$ cat src/rvDecoder_settings.svh
// ~~~~~~~~~~~~~~~~~~~~~~~~~~~~~~~~~~~~~~~~~~~~~~~~~~~~~~~~~~~~~~~~~~~~~~~~~~~
// Widths and special register numbers of the RV32I decoder.
// Register numbers are sized to REG_NUM_WIDTH, so keep them below 32.
// ~~~~~~~~~~~~~~~~~~~~~~~~~~~~~~~~~~~~~~~~~~~~~~~~~~~~~~~~~~~~~~~~~~~~~~~~~~~

`ifndef RV_DECODER_SETTINGS_SVH
`define RV_DECODER_SETTINGS_SVH

// Instruction word
`define INSN_WIDTH 32

// Logical register number
`define REG_NUM_WIDTH 5

// Immediate after sign extension
`define DATA_WIDTH 32

// Writes to x0 are dropped
`define ZERO_REG 5'd0

// Link register for call and return hints
`define LINK_REG 5'd1

`endif

$ cat src/rvDecodePkg.sv
// ~~~~~~~~~~~~~~~~~~~~~~~~~~~~~~~~~~~~~~~~~~~~~~~~~~~~~~~~~~~~~~~~~~~~~~~~~~~
// Types shared by the three decoder stages and the testbench.
// An all-zero microOpT is an ALU ADD with COND_AL and REG operands.
// The opcode class needs 4 bits since it has ten values.
// ~~~~~~~~~~~~~~~~~~~~~~~~~~~~~~~~~~~~~~~~~~~~~~~~~~~~~~~~~~~~~~~~~~~~~~~~~~~

`include "rvDecoder_settings.svh"

package rvDecodePkg;

    typedef logic [`INSN_WIDTH-1:0] insnT;
    typedef logic [`REG_NUM_WIDTH-1:0] regNumT;
    typedef logic [`DATA_WIDTH-1:0] dataT;

    // Major opcodes that the decoder accepts
    typedef enum logic [6:0] {
        OPC_LOAD   = 7'b0000011,
        OPC_OP_IMM = 7'b0010011,
        OPC_AUIPC  = 7'b0010111,
        OPC_STORE  = 7'b0100011,
        OPC_OP     = 7'b0110011,
        OPC_LUI    = 7'b0110111,
        OPC_BRANCH = 7'b1100011,
        OPC_JALR   = 7'b1100111,
        OPC_JAL    = 7'b1101111
    } opcodeT;

    typedef enum logic [3:0] {
        CLS_OP, CLS_OP_IMM, CLS_LUI, CLS_AUIPC, CLS_BRANCH,
        CLS_JAL, CLS_JALR, CLS_LOAD, CLS_STORE, CLS_ILLEGAL
    } opClassT;

    typedef enum logic [3:0] {
        ALU_ADD, ALU_SUB, ALU_SLT, ALU_SLTU, ALU_XOR, ALU_OR, ALU_AND, ALU_PASS_B
    } aluCodeT;

    typedef enum logic [1:0] {SHIFT_NONE, SHIFT_LSL, SHIFT_LSR, SHIFT_ASR} shiftKindT;

    typedef enum logic [2:0] {
        MOP_ALU, MOP_SHIFT, MOP_BR, MOP_RIJ, MOP_LOAD, MOP_STORE, MOP_ENV
    } mopTypeT;

    typedef enum logic [2:0] {
        COND_AL, COND_EQ, COND_NE, COND_LT, COND_GE, COND_LTU, COND_GEU
    } condCodeT;

    typedef enum logic [1:0] {OPK_REG, OPK_IMM, OPK_PC} operandKindT;

    typedef enum logic {ENV_INSN_ILLEGAL, ENV_INSN_VIOLATION} envCodeT;

    // Encoded as funct3[1:0] of loads and stores
    typedef enum logic [1:0] {MEM_BYTE, MEM_HALF, MEM_WORD} memSizeT;

    typedef struct packed {
        logic    isUnsigned;
        memSizeT size;
    } memModeT;

    // Stage 1 output
    typedef struct packed {
        logic       valid;
        opClassT    cls;
        regNumT     rd;
        regNumT     rs1;
        regNumT     rs2;
        logic [2:0] funct3;
        logic [6:0] funct7;
        insnT       insn;
        logic       illegalPC;
    } insnFieldsT;

    typedef struct packed {
        logic                      valid;
        mopTypeT                   mopType;
        aluCodeT                   aluCode;
        shiftKindT                 shiftKind;
        logic [`REG_NUM_WIDTH-1:0] shamt;
        condCodeT                  cond;
        operandKindT               opTypeA;
        operandKindT               opTypeB;
        regNumT                    dst;
        regNumT                    srcA;
        regNumT                    srcB;
        dataT                      imm;
        logic                      writeReg;
        memModeT                   memMode;
        logic                      isRASPush;
        logic                      isRASPop;
        envCodeT                   envCode;
        logic                      serialized;
        logic                      undefined;
    } microOpT;

    // Stage 2 output
    typedef struct packed {
        microOpT op;
        logic    illegalPC;
    } stage2T;

    typedef struct packed {
        logic writePC;
        logic isCall;
        logic isReturn;
        logic isRelBranch;
        logic isSerialized;
    } insnInfoT;

endpackage

$ cat src/insnFieldSplit.sv
// ~~~~~~~~~~~~~~~~~~~~~~~~~~~~~~~~~~~~~~~~~~~~~~~~~~~~~~~~~~~~~~~~~~~~~~~~~~~
// Decoder stage 1. One register, accepts an instruction every cycle.
// Only valid is reset. Other fields are stale while valid is low.
// MISC-MEM, SYSTEM and every unknown opcode map to CLS_ILLEGAL.
// ~~~~~~~~~~~~~~~~~~~~~~~~~~~~~~~~~~~~~~~~~~~~~~~~~~~~~~~~~~~~~~~~~~~~~~~~~~~

`include "rvDecoder_settings.svh"

module insnFieldSplit
    import rvDecodePkg::*;
(
    input  logic                   clk,
    input  logic                   rst,
    input  logic                   inValid,
    input  logic [`INSN_WIDTH-1:0] insn,
    input  logic                   illegalPC,
    output insnFieldsT             fields
);

    insnFieldsT nextFields;
    opClassT    cls;

    // Opcode to class
    always_comb begin
        case (insn[6:0])
            OPC_OP:     cls = CLS_OP;
            OPC_OP_IMM: cls = CLS_OP_IMM;
            OPC_LUI:    cls = CLS_LUI;
            OPC_AUIPC:  cls = CLS_AUIPC;
            OPC_BRANCH: cls = CLS_BRANCH;
            OPC_JAL:    cls = CLS_JAL;
            OPC_JALR:   cls = CLS_JALR;
            OPC_LOAD:   cls = CLS_LOAD;
            OPC_STORE:  cls = CLS_STORE;
            default:    cls = CLS_ILLEGAL;
        endcase
    end

    // Standard RV32I field positions
    always_comb begin
        nextFields.valid     = inValid;
        nextFields.cls       = cls;
        nextFields.rd        = insn[11:7];
        nextFields.funct3    = insn[14:12];
        nextFields.rs1       = insn[19:15];
        nextFields.rs2       = insn[24:20];
        nextFields.funct7    = insn[31:25];
        nextFields.insn      = insn;
        nextFields.illegalPC = illegalPC;
    end

    always_ff @(posedge clk) begin
        fields <= nextFields;
        if (rst) begin
            fields.valid <= 1'b0;
        end
    end

endmodule

$ cat src/opDecodeStage.sv
// ~~~~~~~~~~~~~~~~~~~~~~~~~~~~~~~~~~~~~~~~~~~~~~~~~~~~~~~~~~~~~~~~~~~~~~~~~~~
// Decoder stage 2. Builds one micro-op per instruction in one cycle.
// Bad funct3/funct7 encodings only raise undefined here.
// The exception micro-op itself is formed in stage 3.
// ~~~~~~~~~~~~~~~~~~~~~~~~~~~~~~~~~~~~~~~~~~~~~~~~~~~~~~~~~~~~~~~~~~~~~~~~~~~

`include "rvDecoder_settings.svh"

module opDecodeStage
    import rvDecodePkg::*;
(
    input  logic       clk,
    input  logic       rst,
    input  insnFieldsT fields,
    output stage2T     decoded
);

    microOpT op;
    stage2T  nextDecoded;
    dataT    immI;
    dataT    immS;
    dataT    immB;
    dataT    immU;
    dataT    immJ;
    logic    isShift;
    logic    funct7Zero;
    logic    funct7Alt;

    function automatic aluCodeT aluFromFunct3(input logic [2:0] funct3, input logic sub);
        aluCodeT code;
        case (funct3)
            3'd0:    code = sub ? ALU_SUB : ALU_ADD;
            3'd2:    code = ALU_SLT;
            3'd3:    code = ALU_SLTU;
            3'd4:    code = ALU_XOR;
            3'd6:    code = ALU_OR;
            3'd7:    code = ALU_AND;
            // Shifts go to the shifter, ALU code unused
            default: code = ALU_ADD;
        endcase
        return code;
    endfunction

    function automatic shiftKindT shiftFromFunct3(input logic [2:0] funct3, input logic arith);
        shiftKindT kind;
        case (funct3)
            3'd1:    kind = SHIFT_LSL;
            3'd5:    kind = arith ? SHIFT_ASR : SHIFT_LSR;
            default: kind = SHIFT_NONE;
        endcase
        return kind;
    endfunction

    // Sign-extended immediates of every format
    assign immI = {{(`DATA_WIDTH-12){fields.insn[31]}}, fields.insn[31:20]};
    assign immS = {{(`DATA_WIDTH-12){fields.insn[31]}}, fields.insn[31:25], fields.insn[11:7]};
    assign immB = {{(`DATA_WIDTH-13){fields.insn[31]}}, fields.insn[31], fields.insn[7],
                   fields.insn[30:25], fields.insn[11:8], 1'b0};
    assign immU = {{(`DATA_WIDTH-32){fields.insn[31]}}, fields.insn[31:12], 12'b0};
    assign immJ = {{(`DATA_WIDTH-21){fields.insn[31]}}, fields.insn[31], fields.insn[19:12],
                   fields.insn[20], fields.insn[30:21], 1'b0};

    assign isShift    = (fields.funct3 == 3'd1) || (fields.funct3 == 3'd5);
    assign funct7Zero = (fields.funct7 == 7'h00);
    assign funct7Alt  = (fields.funct7 == 7'h20);

    always_comb begin
        // Zero gives ALU ADD, COND_AL, REG operands
        op          = '0;
        op.valid    = fields.valid;
        op.dst      = fields.rd;
        op.srcA     = fields.rs1;
        op.srcB     = fields.rs2;
        op.opTypeB  = OPK_IMM;
        op.writeReg = (fields.rd != `ZERO_REG);

        case (fields.cls)
            CLS_OP: begin
                op.opTypeB   = OPK_REG;
                op.mopType   = isShift ? MOP_SHIFT : MOP_ALU;
                op.aluCode   = aluFromFunct3(fields.funct3, funct7Alt);
                op.shiftKind = shiftFromFunct3(fields.funct3, funct7Alt);
                op.shamt     = isShift ? fields.rs2 : '0;
                // Only ADD/SUB and SRL/SRA have a 0x20 form
                op.undefined = !(funct7Zero || funct7Alt)
                    || (funct7Alt && !(fields.funct3 inside {3'd0, 3'd5}));
            end
            CLS_OP_IMM: begin
                op.srcB      = '0;
                op.mopType   = isShift ? MOP_SHIFT : MOP_ALU;
                op.aluCode   = aluFromFunct3(fields.funct3, 1'b0);
                op.shiftKind = shiftFromFunct3(fields.funct3, funct7Alt);
                op.shamt     = isShift ? fields.rs2 : '0;
                op.imm       = isShift ? dataT'(fields.rs2) : immI;
                op.undefined = ((fields.funct3 == 3'd5) && !(funct7Zero || funct7Alt))
                    || ((fields.funct3 == 3'd1) && !funct7Zero);
            end
            CLS_LUI: begin
                op.aluCode = ALU_PASS_B;
                op.srcA    = `ZERO_REG;
                op.srcB    = '0;
                op.imm     = immU;
            end
            CLS_AUIPC: begin
                op.opTypeA = OPK_PC;
                op.srcA    = '0;
                op.srcB    = '0;
                op.imm     = immU;
            end
            CLS_BRANCH: begin
                op.mopType  = MOP_BR;
                op.opTypeB  = OPK_REG;
                op.dst      = '0;
                op.writeReg = 1'b0;
                op.imm      = immB;
                case (fields.funct3)
                    3'd0:    op.cond = COND_EQ;
                    3'd1:    op.cond = COND_NE;
                    3'd4:    op.cond = COND_LT;
                    3'd5:    op.cond = COND_GE;
                    3'd6:    op.cond = COND_LTU;
                    3'd7:    op.cond = COND_GEU;
                    default: op.undefined = 1'b1;
                endcase
            end
            CLS_JAL: begin
                op.mopType   = MOP_BR;
                op.opTypeA   = OPK_PC;
                op.srcA      = '0;
                op.srcB      = '0;
                op.imm       = immJ;
                op.isRASPush = (fields.rd == `LINK_REG);
            end
            CLS_JALR: begin
                op.mopType   = MOP_RIJ;
                op.srcB      = '0;
                op.imm       = immI;
                op.isRASPush = (fields.rd == `LINK_REG);
                op.isRASPop  = (fields.rd != `LINK_REG) && (fields.rs1 == `LINK_REG);
                op.undefined = (fields.funct3 != 3'd0);
            end
            CLS_LOAD: begin
                op.mopType            = MOP_LOAD;
                op.srcB               = '0;
                op.imm                = immI;
                op.memMode.isUnsigned = fields.funct3[2];
                op.memMode.size       = memSizeT'(fields.funct3[1:0]);
                op.undefined          = fields.funct3 inside {3'd3, 3'd6, 3'd7};
            end
            CLS_STORE: begin
                op.mopType      = MOP_STORE;
                op.opTypeB      = OPK_REG;
                op.dst          = '0;
                op.writeReg     = 1'b0;
                op.imm          = immS;
                op.memMode.size = memSizeT'(fields.funct3[1:0]);
                op.undefined    = (fields.funct3 > 3'd2);
            end
            default: begin
                op.undefined = 1'b1;
            end
        endcase

        nextDecoded.op        = op;
        nextDecoded.illegalPC = fields.illegalPC;
    end

    always_ff @(posedge clk) begin
        decoded <= nextDecoded;
        if (rst) begin
            decoded.op.valid <= 1'b0;
        end
    end

endmodule

$ cat src/illegalCheckStage.sv
// ~~~~~~~~~~~~~~~~~~~~~~~~~~~~~~~~~~~~~~~~~~~~~~~~~~~~~~~~~~~~~~~~~~~~~~~~~~~
// Decoder stage 3. Swaps in the exception micro-op and forms insnInfo.
// insnInfo reads all zero in any cycle where microOp.valid is low.
// Fetch violation takes priority over an undefined encoding.
// ~~~~~~~~~~~~~~~~~~~~~~~~~~~~~~~~~~~~~~~~~~~~~~~~~~~~~~~~~~~~~~~~~~~~~~~~~~~

`include "rvDecoder_settings.svh"

module illegalCheckStage
    import rvDecodePkg::*;
(
    input  logic     clk,
    input  logic     rst,
    input  stage2T   decoded,
    output microOpT  microOp,
    output insnInfoT insnInfo
);

    microOpT  nextOp;
    insnInfoT nextInfo;
    logic     isException;

    assign isException = decoded.op.undefined || decoded.illegalPC;

    always_comb begin
        nextInfo = '0;
        if (isException) begin
            // No register access, serialized
            nextOp            = '0;
            nextOp.valid      = decoded.op.valid;
            nextOp.mopType    = MOP_ENV;
            nextOp.opTypeA    = OPK_IMM;
            nextOp.opTypeB    = OPK_IMM;
            nextOp.serialized = 1'b1;
            nextOp.envCode    = decoded.illegalPC ? ENV_INSN_VIOLATION : ENV_INSN_ILLEGAL;

            nextInfo.isSerialized = 1'b1;
        end else begin
            nextOp = decoded.op;

            // BR covers both conditional branches and JAL
            nextInfo.writePC     = decoded.op.mopType inside {MOP_BR, MOP_RIJ};
            nextInfo.isRelBranch = (decoded.op.mopType == MOP_BR);
            nextInfo.isCall      = nextInfo.writePC && decoded.op.writeReg
                && (decoded.op.dst == `LINK_REG);
            nextInfo.isReturn    = (decoded.op.mopType == MOP_RIJ)
                && (decoded.op.srcA == `LINK_REG) && (decoded.op.dst == `ZERO_REG);
        end
    end

    always_ff @(posedge clk) begin
        microOp <= nextOp;
        if (rst) begin
            microOp.valid <= 1'b0;
            insnInfo      <= '0;
        end else begin
            insnInfo <= decoded.op.valid ? nextInfo : '0;
        end
    end

endmodule

$ cat src/rvDecoder.sv
// ~~~~~~~~~~~~~~~~~~~~~~~~~~~~~~~~~~~~~~~~~~~~~~~~~~~~~~~~~~~~~~~~~~~~~~~~~~~
// Three-stage RV32I decoder. No back-pressure, one instruction per cycle.
// Output appears exactly 3 cycles after inValid is sampled high.
// ~~~~~~~~~~~~~~~~~~~~~~~~~~~~~~~~~~~~~~~~~~~~~~~~~~~~~~~~~~~~~~~~~~~~~~~~~~~

`include "rvDecoder_settings.svh"

module rvDecoder
    import rvDecodePkg::*;
(
    input  logic                   clk,
    input  logic                   rst,
    input  logic                   inValid,
    input  logic [`INSN_WIDTH-1:0] insn,
    input  logic                   illegalPC,
    output microOpT                microOp,
    output insnInfoT               insnInfo
);

    insnFieldsT fields;
    stage2T     decoded;

    insnFieldSplit i_insnFieldSplit (
        .clk       (clk),
        .rst       (rst),
        .inValid   (inValid),
        .insn      (insn),
        .illegalPC (illegalPC),
        .fields    (fields)
    );

    opDecodeStage i_opDecodeStage (
        .clk     (clk),
        .rst     (rst),
        .fields  (fields),
        .decoded (decoded)
    );

    illegalCheckStage i_illegalCheckStage (
        .clk      (clk),
        .rst      (rst),
        .decoded  (decoded),
        .microOp  (microOp),
        .insnInfo (insnInfo)
    );

endmodule

$ cat config.mk
export PLATFORM = sky130hd
export DESIGN_NAME = rvDecoder
export DESIGN_NICKNAME = d
export VERILOG_FILES = /design/src/rvDecodePkg.sv /design/src/insnFieldSplit.sv /design/src/opDecodeStage.sv /design/src/illegalCheckStage.sv /design/src/rvDecoder.sv
export VERILOG_INCLUDE_DIRS = /design/src
export SDC_FILE = /design/constraint.sdc
export NUM_CORES = 1
export LEC_CHECK = 0
export CAP_MARGIN = 20
export CORE_MARGIN = 2
export CORE_UTILIZATION = 54
export CTS_BUF_LIST = sky130_fd_sc_hd__clkbuf_2 sky130_fd_sc_hd__clkbuf_4 sky130_fd_sc_hd__clkbuf_8
export CTS_CLUSTER_SIZE = 8
export DETAILED_ROUTE_END_ITERATION = 16
export DONT_BUFFER_PORTS = 1
export HOLD_SLACK_MARGIN = 0.03
export PLACE_DENSITY = 0.73
export SLEW_MARGIN = 20
export SYNTH_ARGS = -nofsm -noshare
export SYNTH_HDL_FRONTEND = slang
export SYNTH_SLANG_ARGS = --single-unit
export TNS_END_PERCENT = 30
$ cat constraint.sdc
create_clock -name clk -period 2.7 [get_ports clk]
set_input_delay 0.27 -clock clk [delete_from_list [all_inputs] [get_ports clk]]
set_output_delay 0.27 -clock clk [all_outputs]
set_load 0.01 [all_outputs]
==> flow_metrics.py <==
metrics = {
    "timing": {
        "whs_ns": 0.3389,
        "clock.fmax_mhz": 510.7,
        "final_max_slew_viol_count": 0,
        "maxSlewHeadroom_pct": 45.72,
        "clock_skew_ns": 0.01251,
        "final.setup.tns_ns": 0,
        "rsz0062_at_grt": "false",
        "min_period_ns": 1.958,
        "setup_viol": 0,
        "finalHoldViolations": 0,
        "fin_crit_sh_pct": 72.52,
        "worst_pin_slew_ns": 0.8112,
    },
    "pwr": {
        "power_density_nw_per_um2": 773.6,
        "vdd_ir_drop_max_mv": 0.4816,
        "p_leak_nw": 2.487,
        "total_power_mw": 4.904,
    },
    "layout": {
        "drive_gt1_share_pct": 8.534,
        "fin_nets": 562,
        "antenna_cells": 0,
        "nFillCells": 790,
        "final_cell_mix": "186 x dfxtp_1, 83 x and2_1, 42 x nand2_1",
        "instances_no_fill": 672,
        "final_common_cell": "dfxtp_1",
        "syn2layout_area_growth_pct": 16.25,
        "fin_util_pct": 64.85,
    },
    "grt": {
        "grt_overflow": 0,
        "antenna_found_initial": 0,
        "grt_max_degree": 53,
        "track_usage_pct": 19.58,
        "grt_pass1_vias": 3221,
        "grt_pass1_wl_mm": 16.36,
    },
    "cts": {
        "cts_buffer_depth": 2,
        "post_cts_resized": 0,
        "clkSlewWorstSetupHoldPaths_ns": 0.09,
        "cts_hold_buf": 36,
        "clk_latency_ns": 0.45,
        "postCtsSetupRepairBufs": 0,
        "cts_made_buffers": 17,
        "cts_root_buffer": "clkbuf_8",
        "h-tree-depth": 4,
        "cts_tree": "yes",
        "clock_sinks": 186,
    },
    "die": {
        "core_area_um2": 9774,
        "start_util_pct": 55.79,
        "io_pins": 119,
        "dieArea_um2": 10920,
        "dieWidth_um": 104.5,
        "rows": 36,
        "die_y_um": 104.5,
    },
    "critical_path": {
        "path_delay_family": "compound AO/OA/AOI/OAI gates",
        "path_cells": "or2b_4 -> o2bb2ai_1 -> a21oi_2 -> o21ai_0",
        "slowest_delay_ns": 0.56,
        "worstSetupPathType": "flip-flop to flip-flop",
        "startpoint_type": "flip-flop",
        "arrival_ns": 2.25,
        "critPathSlowestCell": "a21oi_2",
        "critPathRequiredTime_ns": 3.00,
        "cp.buffers_inverters": 0,
        "end_kind": "flip-flop",
        "crit_path_max_fanout": 18,
    },
    "logic_synthesis": {
        "synth_area_um2": 5453,
        "yosys_warnings": 0,
        "synth-simple-area-share_pct": 20.45,
        "synth_edf_count": 0,
        "async_flop_share_pct": 0,
        "synth.avg_cell_area_um2": 11.13,
        "synthMuxAreaShare_pct": 0.3671,
        "synthAdderAreaFrac_pct": 0,
        "netlist_instances": 490,
        "synth_top_family_by_area": "simple AND/OR/NAND/NOR gates",
        "synthFlopType": "dfxtp_1",
        "synth_xor_area_share_pct": 0.3212,
        "synth_compound_area_share_pct": 7.618,
        "synth.yosys.seq_area_share_pct": 68.29,
        "synth_cell_type_count": 48,
        "synth-seq-cells": 186,
    },
    "routing": {
        "route.detailed.drc": 0,
        "routedWlPerCell_um": 15.27,
        "dr_total_vias": 3296,
        "first_iter_violations": 117,
        "ant_nets": 0,
        "first_pass_iters": 4,
        "vias_per_cell": 4.905,
        "wl_mm": 10.26,
    },
    "outcome": {
        "outcome": "complete, no violations",
    },
    "run": {
        "maxCapViolations": 0,
    },
    "worst_hold_path": {
        "worstHoldPathType": "flip-flop to flip-flop",
    },
    "placement": {
        "port_buffers": 0,
        "dpl.cell_count": 604,
        "gp_congestion": 0.8274,
        "dp_hpwl_mm": 6.946,
    },
}
[synthesized netlist by cell type (2+ instances only)]
| cell | instances | area share (%) |
|---|---|---|
| or3_1 | 4 | 0.46 |
| inv_1 | 9 | 0.62 |
| dfxtp_1 | 186 | 68 |
| a21oi_1 | 9 | 0.83 |
| a22o_1 | 2 | 0.32 |
| o21ai_0 | 32 | 2.9 |
| or4_1 | 2 | 0.28 |
| clkbuf_1 | 19 | 1.3 |
| nor2_1 | 14 | 0.96 |
| or4b_2 | 2 | 0.37 |
| and2_1 | 83 | 9.5 |
| buf_4 | 2 | 0.28 |
| nand2_1 | 42 | 2.9 |
| nor4_1 | 4 | 0.46 |
| nor2b_1 | 22 | 2.5 |
| nand3_1 | 2 | 0.18 |
| nor3_1 | 5 | 0.46 |
| buf_2 | 3 | 0.28 |
| a22oi_1 | 3 | 0.41 |
| a211oi_1 | 5 | 0.69 |
| a32oi_1 | 4 | 0.64 |
| mux2i_1 | 2 | 0.37 |
| nand2b_1 | 5 | 0.57 |
| a31oi_1 | 4 | 0.46 |
| or2_2 | 2 | 0.23 |
[sequential cells by signal, summed over array words and instances (netlist names)]
| signal | cells |
|---|---|
| i_opDecodeStage.decoded | 74 |
| i_illegalCheckStage.insnInfo | 5 |
| i_illegalCheckStage.microOp | 76 |
| i_insnFieldSplit.fields | 31 |
[worst reg2reg max path, stage by stage, from the launching register on]
cell       delay (ns)
dfxtp_1          0.55
or2b_4           0.35
o2bb2ai_1        0.14
a21oi_2          0.56
o21ai_0          0.21
[metal layers]
layer  GRT usage [%]  wire [um]
met5               0          0
met2           31.47       4956
met1           24.79       4587
met3           5.263        521
met4           8.591        198
[report_power, final]
part / internal, mW / total [mW] / switching (mW) / leakage [nW]
combinational: 0.0723 / 0.138 / 0.0657 / 0.745
clock: 0.977 / 1.91 / 0.932 / 0.223
sequential: 2.81 / 2.86 / 0.0500 / 1.52
[cell type report]
| cell class | count | area (um2) | area share (%) |
|---|---|---|---|
| clock buffers | 19 | 261.5 | 4.126 |
| repair buffers | 41 | 397.9 | 6.277 |
| clock inverters | 13 | 165.2 | 2.606 |
| flip-flops and latches | 186 | 3724 | 58.74 |
| multi-input cells | 271 | 1590 | 25.09 |
| well taps | 133 | 166.4 | 2.625 |
| inverters | 9 | 33.78 | 0.5330 |
[stage by stage]
step / setup WS, ns / cell area [um2]
global route: 0.5410 / 6339
detailed placement: 0.3235 / 5548
global placement: 0.5537 / 5548
CTS: 0.3128 / 6335
floorplan: 0.9729 / 5460
finish: 0.7419 / 6339
[final timing paths]
check / start / to / slack (ns) / cells past startpoint
setup / recovery: i_insnFieldSplit.fields[40] / i_opDecodeStage.decoded[40] / 0.74 / 4
hold / removal: i_insnFieldSplit.fields[0] / i_opDecodeStage.decoded[0] / 0.34 / 0
setup reg to reg: i_insnFieldSplit.fields[40] / i_opDecodeStage.decoded[40] / 0.74 / 4
hold reg to reg: i_insnFieldSplit.fields[0] / i_opDecodeStage.decoded[0] / 0.34 / 0
[kinds of logic (layout without fill, tap and decap cells)]
logic type,after synthesis,after routing
flops,186,186
xor+xnor,2,2
simple gates,196,196
buf+inv,35,82
mux,2,2
compound gates,68,68
other cells,1,3
No activity file was read; power rests on OpenSTA's default activity.
